$ cat src/logic/clap_samples.hex
// One signed 16-bit sample word per line, two's complement hex.
0012
0A3C
F1E8
1B70
E2A4
2F10
D0C8
3A5C
C6F0
3124
D8B0
27E4
DE14
1F9C
E6A8
18D0
EC40
134C
F0F8
0F20
F4B4
0BC8
F7A0
0914
F9E4
06F0
FB8C
0540
FCD8
03F4
FDD0
02FC
FE8C
0238
FF1C
01A4
FF80
0130
FFC4
00D8
FFE8
0090
0004
0058
FFF4
0030
FFFC
0010

$ cat src/logic/sampler_pkg.sv
// ------------------------------------------------
// Shared sizes, thresholds and types of the sampler.
// Voltages are fixed-point millivolts, shifted left
// by fp_offset to give channel codes.
// Only one stored sample; its length is n_samples.
// ------------------------------------------------
package sampler_pkg;

    // Width of one audio word on every channel.
    localparam int sample_w = 16;

    // Millivolts to channel codes, by left shift.
    localparam int fp_offset = 2;

    // Trigger thresholds in millivolts.
    localparam int mv_hi = 1000;
    localparam int mv_lo = 400;

    // Same thresholds as channel codes (4000 and 1600).
    localparam int trigger_hi = mv_hi <<< fp_offset;
    localparam int trigger_lo = mv_lo <<< fp_offset;

    // Number of words in the stored sample.
    localparam int n_samples = 48;

    // Position must reach n_samples itself as the end marker.
    localparam int addr_w = $clog2(n_samples + 1);

    // Clock cycles each stored word is held.
    localparam int rate_div = 2;

    // Divider width is at least one bit.
    localparam int div_w = (rate_div > 1) ? $clog2(rate_div) : 1;

    // Hex file with one signed word per line.
    localparam string rom_path = "/design/src/logic/clap_samples.hex";

    // One frame of the four audio channels.
    // ch0 sits in the top 16 bits.
    typedef struct packed {
        logic signed [sample_w-1:0] ch0;
        logic signed [sample_w-1:0] ch1;
        logic signed [sample_w-1:0] ch2;
        logic signed [sample_w-1:0] ch3;
    } audio_frame_t;

endpackage

$ cat src/logic/trigger_detect.sv
// ------------------------------------------------
// Hysteresis comparator on the trigger channel.
// Arms at trigger_hi and re-arms below trigger_lo.
// Level is a signed code; negative input is low.
// ------------------------------------------------
`timescale 1ns/1ns

module trigger_detect (
    input  logic                                sample_clk,
    input  logic                                rst,
    input  logic signed [sampler_pkg::sample_w-1:0] level,
    output logic                                gate
);

    import sampler_pkg::*;

    // Threshold compare results.
    logic above_hi;
    logic below_lo;

    // Signed compare, so negative levels count as low.
    assign above_hi = (level >= trigger_hi);
    assign below_lo = (level < trigger_lo);

    always_ff @(posedge sample_clk) begin
        if (rst) begin
            gate <= 1'b0;
        end else if (!gate && above_hi) begin
            // Rising crossing arms the gate.
            gate <= 1'b1;
        end else if (gate && below_lo) begin
            // Only a clear drop re-arms.
            gate <= 1'b0;
        end
        // Between the thresholds gate holds its value.
    end

endmodule

$ cat src/logic/playback_ctrl.sv
// ------------------------------------------------
// Read position and rate divider of the player.
// Position is held at zero while gate is low.
// Position saturates at n_samples, the end marker;
// a new run needs gate to drop and rise again.
// ------------------------------------------------
`timescale 1ns/1ns

module playback_ctrl (
    input  logic                            sample_clk,
    input  logic                            rst,
    input  logic                            gate,
    output logic [sampler_pkg::addr_w-1:0]  pos,
    output logic                            active
);

    import sampler_pkg::*;

    // Rate divider counting modulo rate_div.
    logic [div_w-1:0] div;

    // Divider is on its last count.
    logic div_wrap;

    // Position has reached the end marker.
    logic at_end;

    assign div_wrap = (div == div_w'(rate_div - 1));
    assign at_end   = (pos == addr_w'(n_samples));

    always_ff @(posedge sample_clk) begin
        if (rst || !gate) begin
            // Gate low holds the first word and restarts the divider.
            div <= '0;
            pos <= '0;
        end else begin
            if (div_wrap) begin
                div <= '0;
            end else begin
                div <= div + 1'b1;
            end
            // Advance once per rate_div cycles.
            if (div_wrap && !at_end) begin
                pos <= pos + 1'b1;
            end
        end
    end

    // High while pos addresses a stored word.
    // Falls once per trigger, when pos reaches the end.
    assign active = (pos < addr_w'(n_samples));

endmodule

$ cat src/logic/sample_rom.sv
// ------------------------------------------------
// Sample ROM with a registered read port.
// Contents load from rom_path at elaboration.
// Reads at or past n_samples are undefined.
// ------------------------------------------------
`timescale 1ns/1ns

module sample_rom (
    input  logic                                    sample_clk,
    input  logic        [sampler_pkg::addr_w-1:0]   pos,
    output logic signed [sampler_pkg::sample_w-1:0] word
);

    import sampler_pkg::*;

    // Stored sample, one word per position.
    logic signed [sample_w-1:0] mem [n_samples];

    initial begin
        $readmemh(rom_path, mem);
    end

    // One cycle of read latency.
    always_ff @(posedge sample_clk) begin
        word <= mem[pos];
    end

endmodule

$ cat src/logic/output_stage.sv
// ------------------------------------------------
// Registered output frame.
// ch0 carries the ROM word or silence; ch1..ch3
// are copied, all with one cycle of latency.
// active arrives one cycle ahead of the ROM word.
// ------------------------------------------------
`timescale 1ns/1ns

module output_stage (
    input  logic                                    sample_clk,
    input  logic                                    rst,
    input  logic signed [sampler_pkg::sample_w-1:0] word,
    input  logic                                    active,
    input  logic                                    gate,
    input  sampler_pkg::audio_frame_t               audio_in,
    output sampler_pkg::audio_frame_t               audio_out,
    output logic                                    playing
);

    // active delayed to line up with the ROM word.
    logic active_d;

    always_ff @(posedge sample_clk) begin
        if (rst) begin
            active_d  <= 1'b0;
            audio_out <= '0;
            playing   <= 1'b0;
        end else begin
            active_d <= active;
            // Past the end of the sample, hold 0 V.
            audio_out.ch0 <= active_d ? word : '0;
            audio_out.ch1 <= audio_in.ch1;
            audio_out.ch2 <= audio_in.ch2;
            audio_out.ch3 <= audio_in.ch3;
            // Registered with ch0 so the two stay aligned.
            playing <= active_d && gate;
        end
    end

endmodule

$ cat src/logic/sampler_top.sv
// ------------------------------------------------
// One-shot sample player, four channels.
// Trigger on input ch0, sample out on output ch0;
// ch1..ch3 pass through one cycle late.
// Single clock domain, no handshake.
// ------------------------------------------------
`timescale 1ns/1ns

module sampler_top (
    input  logic                        sample_clk,
    input  logic                        rst,
    input  sampler_pkg::audio_frame_t   audio_in,
    output sampler_pkg::audio_frame_t   audio_out,
    output logic                        playing
);

    import sampler_pkg::*;

    // Trigger level after hysteresis.
    logic gate;

    // Read position and its in-range flag.
    logic [addr_w-1:0] pos;
    logic              active;

    // ROM output, one cycle behind pos.
    logic signed [sample_w-1:0] word;

    trigger_detect u_trigger_detect (
        .sample_clk (sample_clk),
        .rst        (rst),
        .level      (audio_in.ch0),
        .gate       (gate)
    );

    playback_ctrl u_playback_ctrl (
        .sample_clk (sample_clk),
        .rst        (rst),
        .gate       (gate),
        .pos        (pos),
        .active     (active)
    );

    sample_rom u_sample_rom (
        .sample_clk (sample_clk),
        .pos        (pos),
        .word       (word)
    );

    // Output stage masks words read past the end.
    output_stage u_output_stage (
        .sample_clk (sample_clk),
        .rst        (rst),
        .word       (word),
        .active     (active),
        .gate       (gate),
        .audio_in   (audio_in),
        .audio_out  (audio_out),
        .playing    (playing)
    );

endmodule

$ cat config.mk
export PLATFORM = sky130hd
export DESIGN_NAME = sampler_top
export DESIGN_NICKNAME = d
export VERILOG_FILES = /design/src/logic/sampler_pkg.sv /design/src/logic/trigger_detect.sv /design/src/logic/playback_ctrl.sv /design/src/logic/sample_rom.sv /design/src/logic/output_stage.sv /design/src/logic/sampler_top.sv
export SDC_FILE = /design/constraint.sdc
export NUM_CORES = 1
export LEC_CHECK = 0
export ABC_AREA = 1
export BUFFER_PORTS_ARGS = -buffer_cell sky130_fd_sc_hd__clkbuf_2
export CORE_AREA = 2 2 83 85
export CTS_CLUSTER_SIZE = 28
export DETAILED_ROUTE_END_ITERATION = 10
export DIE_AREA = 0 0 85 87
export MAX_ROUTING_LAYER = met4
export PLACE_DENSITY = 0.73
export SETUP_SLACK_MARGIN = 0.4
export SYNTH_ARGS = -nofsm -noshare
export SYNTH_HDL_FRONTEND = slang
export SYNTH_HIERARCHICAL = 1
export SYNTH_SLANG_ARGS = --single-unit
$ cat constraint.sdc
create_clock -name sample_clk -period 1 [get_ports sample_clk]
set_input_delay 0.2 -clock sample_clk [delete_from_list [all_inputs] [get_ports sample_clk]]
set_output_delay 0.2 -clock sample_clk [all_outputs]
set_load 0.01 [all_outputs]
# == After elaboration in Yosys (flattened, before gate mapping) ==
# Index checks and enable logic that the tools add are counted.
# totals
regBits,90
# classes
add_sub_neg,2
n_lt_le_gt_ge,3
eq_ne,1
mux,2
bitwise_logic,1
reduce_logical,10
# ops
operator,count
16-bit by 13-bit >= comparator with 1-bit output (second input constant),1
16-bit by 12-bit less-than comparator with 1-bit output (second input constant),1
6-bit by 1-bit adder with 6-bit output (second input constant),1
6-bit equality test (second input constant),1
6-bit less-than comparator (second input constant),1
1-bit logical AND,4
2-bit OR reduction,2
1-bit logical NOT,2
1-bit 2-to-1 mux,2
2-bit nonzero test,1
1-bit adder (second input constant),1
1-bit logical OR,1
1-bit NOT,1

# == Depth between registers and ports, before layout ==
# depth
ltp_word,4
depth_mapped,7
ltp_nobuf,7

# == Cells and area by module ==
# The synthesis kept the hierarchy.
# modules_own_cells
mod,n_inst,cells_each,area_per_inst_um2,seq_area_each_um2
output_stage,1,207,1904.3,1321.3
playback_ctrl,1,53,381.6,140.1
sample_rom,1,17,123.9,0.0
trigger_detect,1,16,100.1,20.0

# == Least setup slack after synthesis ==
# Ideal clock, no wire load.
# synth_path
kind,reg-to-reg
start,reg u_playback_ctrl/pos[0] (netlist name)
end,reg u_playback_ctrl/pos[3] (netlist name)
setup_ns,0.064
t_arrival_ns,0.982
required_time_ns,0.936
slack_ns,-0.046
stages_incl_launch_ff,8
path_buffers,0
period_less_slack_ns,1.046
cell_sequence,dfxtp_1 > inv_1 > ha_1 > nand3_4 > nand3_1 > nand2_1 > inv_1 > nor2_1
# synth_between
elab_chain_cells,3
elab_cells_between_ends,4
# synth_rtl
element,line,rtl
from (decl),playback_ctrl.sv:13,"output logic [sampler_pkg::addr_w-1:0] pos,"
from (signal assigned),playback_ctrl.sv:44,pos <= pos + 1'b1;
"parallel branches: the longest is 3 deep, another holds 6-bit by 1-bit adder with 6-bit output",--,
# Parallel ways; which one is timed is not known.
# A chain may end at the register's enable or synchronous reset.

# == Worst setup path after layout ==
# layout_path
start,reg u_playback_ctrl/pos[0] (netlist name)
end,reg u_playback_ctrl/pos[1] (netlist name)
# The elaborated chain is that of the path after synthesis.

==> impl_results.md <==
* Layout area overhead at 43.22%
* Iteration-0 DRC count of the detailed router at 47
* Post-Synth Adder-Cell Area at 0.9970%
* Final setup vio count at 0
* R2r startpoint: u_playback_ctrl/pos[0]
* Global-route wire length before repair at 7521 um
* DP Area at 3186 sq um
* Worst EP arrival at 1.26 ns
* Post-synthesis xor/xnor area fraction at 0%
* R2R Setup Slk at 0.002 ns
* Crit path time final at 0.9976 ns
* Netlist cell types at 23
* TritonRoute pass-1 iters at 4
* Critical path launch point type: register
* Clk slew on worst S/H paths at 0.08 ns
* P per Cell Area at 1613 nW/um^2
* Synth Instances at 293
* Global route total overflow at 0
* Clock Skews at 0.002480 ns
* Simple-gate share of the synthesized area at 18.99%
* Footprint of the multi-input gates at 681.9 sq um
* Synth Register Bits at 74
* Commonest non-fill, non-tap cells in the layout: inv_1, nor2_1, clkbuf_2, dfxtp_1, buf_2
* All-Layer GR Usage at 13.20%
* HPWL Detailed at 3545 um
* Worst Hold Class: input pin to register
* Hold_buf cts at 0
* H-tree Lvls at 3
* Post-Syn Area at 2510 sq um
* Die width at 85 um
* Drt via density at 3.939
* Fin nets at 491
* Peak VDD IR at 1.141 mV
* Final Hold Vio Count at 0
* Via count at 2001
* Seq/Total Area, Yosys at 59.02%
* Starting Density at 38.21%
* Io pins at 131
* Met3 Track Usage GR at 4.550%
* Die H at 87 um
* Gpl congestion at 0.8031
* Period utilisation layout at 99.76%
* Largest family of logic cells by synthesized area: simple AND/OR/NAND/NOR gates
* Fmax at 1002 MHz
* Critical-path maximum fanout at 8
* CP Cell Sequence: inv_4, ha_4, nand3_4, nand2_2, nand2_1, a21oi_2
* Routed len/inst at 9.569 um
* Critical path required time at 1.26 ns
* Status: completed
* CP top delay family: flip-flops
* Mux contribution to synthesized area at 0%
* Met1 GRT Util at 13.70%
* Crit path kind: register to register
* Max Buffers Root-to-Sink at 2
* CP peak stage delay at 0.37 ns
* Core area at 6569 sq um
* Crit path buf inv count at 1
* Die area at 7395 sq um
* Final cell count without fillers at 508
* Gr busiest metal: met2
* Hold Crit Start: audio_in[9]
* Layout cells sized above 1 at 49.53%
* CTS Root Cell: clkbuf_8
* Placed cells at 491
* Port-buffer cells at 125
* CP endpoint kind: register
* Yosys synthesis warning count at 6
* DRT Wirelength at 4861 um
* Leak at 1.915 nW
* Most common cell after layout, fill and taps aside: inv_1
* # diodes at 0
* Storage cell area at 1526 sq um
* Synth Area in Compound Gates at 2.044%
* CTS tree: built
* DRC at 0
* R2R cell count at 6
* Antenna violation net count after detailed routing at 0
* RR Endpoint: u_playback_ctrl/pos[1]
* Post-Layout Inst Area at 3595 sq um
* Avg Cell Area, Syn at 8.566 sq um
* Met2 GRT Util at 22.02%
* Slew Limit Fails at 0
* Hold EP: u_output_stage/audio_out[9]
* CTS Sinks at 74
* # Max-Cap Violations at 0
* Filler Cell Count at 603
* Rows at 30
* Worst path slowest cell: dfxtp_4
* Power Total at 5.798 mW
* Initial antenna violation count at 0
* Number of global-route vias before repair at 1816
* Hold Path Depth at 3
* Clock Latency Late Sink at 0.33 ns
* RSZ-0062 raised after global routing: true
* CTS buffer count at 9
* Largest net degree at the start of global routing at 49
state kept, by name (all words and copies together), names as in the netlist:
name,cells
u_playback_ctrl/pos,6
u_output_stage/active_d,1
u_trigger_detect/gate,1
u_playback_ctrl/div,1
u_output_stage/audio_out,64
u_output_stage/playing,1
worst max-delay path by stage:
stage                                  from                endpoint  slack, ns  depth (start not counted)
5_1_grt              u_playback_ctrl/pos[1]  u_playback_ctrl/pos[3]      -0.07                          7
6_report             u_playback_ctrl/pos[0]  u_playback_ctrl/pos[1]      0.002                          6
2_1_floorplan        u_playback_ctrl/pos[1]  u_playback_ctrl/pos[2]       0.06                          5
3_5_place_dp         u_playback_ctrl/pos[0]  u_playback_ctrl/pos[2]      -0.01                          5
3_3_place_gp         u_playback_ctrl/pos[1]  u_playback_ctrl/pos[2]       0.02                          5
4_1_cts        u_output_stage/audio_out[15]           audio_out[15]      -0.02                          1
synthesized netlist by cell type:
cell type	instances	share of area, %
a21oi_1	3	0.60
a21oi_2	1	0.35
a31oi_1	1	0.25
buf_2	5	1.0
buf_4	17	5.1
buf_6	2	0.90
conb_1	1	0.15
dfxtp_1	74	59
ha_1	2	1.0
inv_1	77	12
inv_2	2	0.30
nand2_1	13	1.9
nand2_2	2	0.50
nand2_4	1	0.45
nand3_1	5	1.0
nand3_2	2	0.80
nand3_4	1	0.70
nand4_1	2	0.50
nor2_1	66	9.9
nor2_2	12	3.0
o21ai_0	2	0.40
o21bai_2	1	0.45
or2_2	1	0.25
logic make-up after synthesis:
group	after synthesis
flip-flops	74
AND/OR/NAND/NOR	105
other	1
buffers and inverters	103
adder cells (fa/ha/maj)	2
AO/OA/AOI/OAI	8
through the flow:
stage / setup WS, ns / hold slack (ns) / utilization (%) / TNS (ns)
floorplan: 0.06225 / 0.3070 / - / 0
global placement: 0.01944 / 0.3925 / 48.50 / 0
detailed placement: -0.01121 / 0.3959 / 48.50 / -0.01121
CTS: -0.01937 / 0.02195 / 51.87 / -0.08186
global route: -0.06648 / 0.01164 / 54.72 / -0.6653
finish: 0.002407 / 0.03390 / 54.72 / 0
metal layers:
layer  vias up  wire length [um]
met5         -                 0
met4         0                90
met3         8               388
met2        75              2485
met1       867              1896
li1       1051                 -
area by class of cell:
cell class | instances | area share, %
tap | 80 | 2.785
inverter | 79 | 8.388
clock buffer | 11 | 3.933
sequential | 74 | 42.46
clock inverter | 5 | 1.079
timing repair buffer | 128 | 22.38
multi-input combinational | 131 | 18.97
power breakdown:
| part | total (mW) | switching (mW) | internal, mW | leakage (nW) |
|---|---|---|---|---|
| Combinational | 0.586 | 0.286 | 0.300 | 1.20 |
| Sequential | 3.13 | 0.0483 | 3.08 | 0.624 |
| Clock | 2.08 | 1.10 | 0.982 | 0.0899 |
| Total | 5.80 | 1.43 | 4.37 | 1.91 |
timing repair:
action                                  CTS  global route
cloned                                    0             0
endpoints found under the setup margin   74            74
resized for setup                        18           109
setup buffers                             1             0
pin swaps                                 7             4
worst min-delay path, cell delays in order:
cell and delay (ns):
clkbuf_2 0.08, inv_1 0.04, nor2_1 0.03
Power figures use the tool's default switching activity.
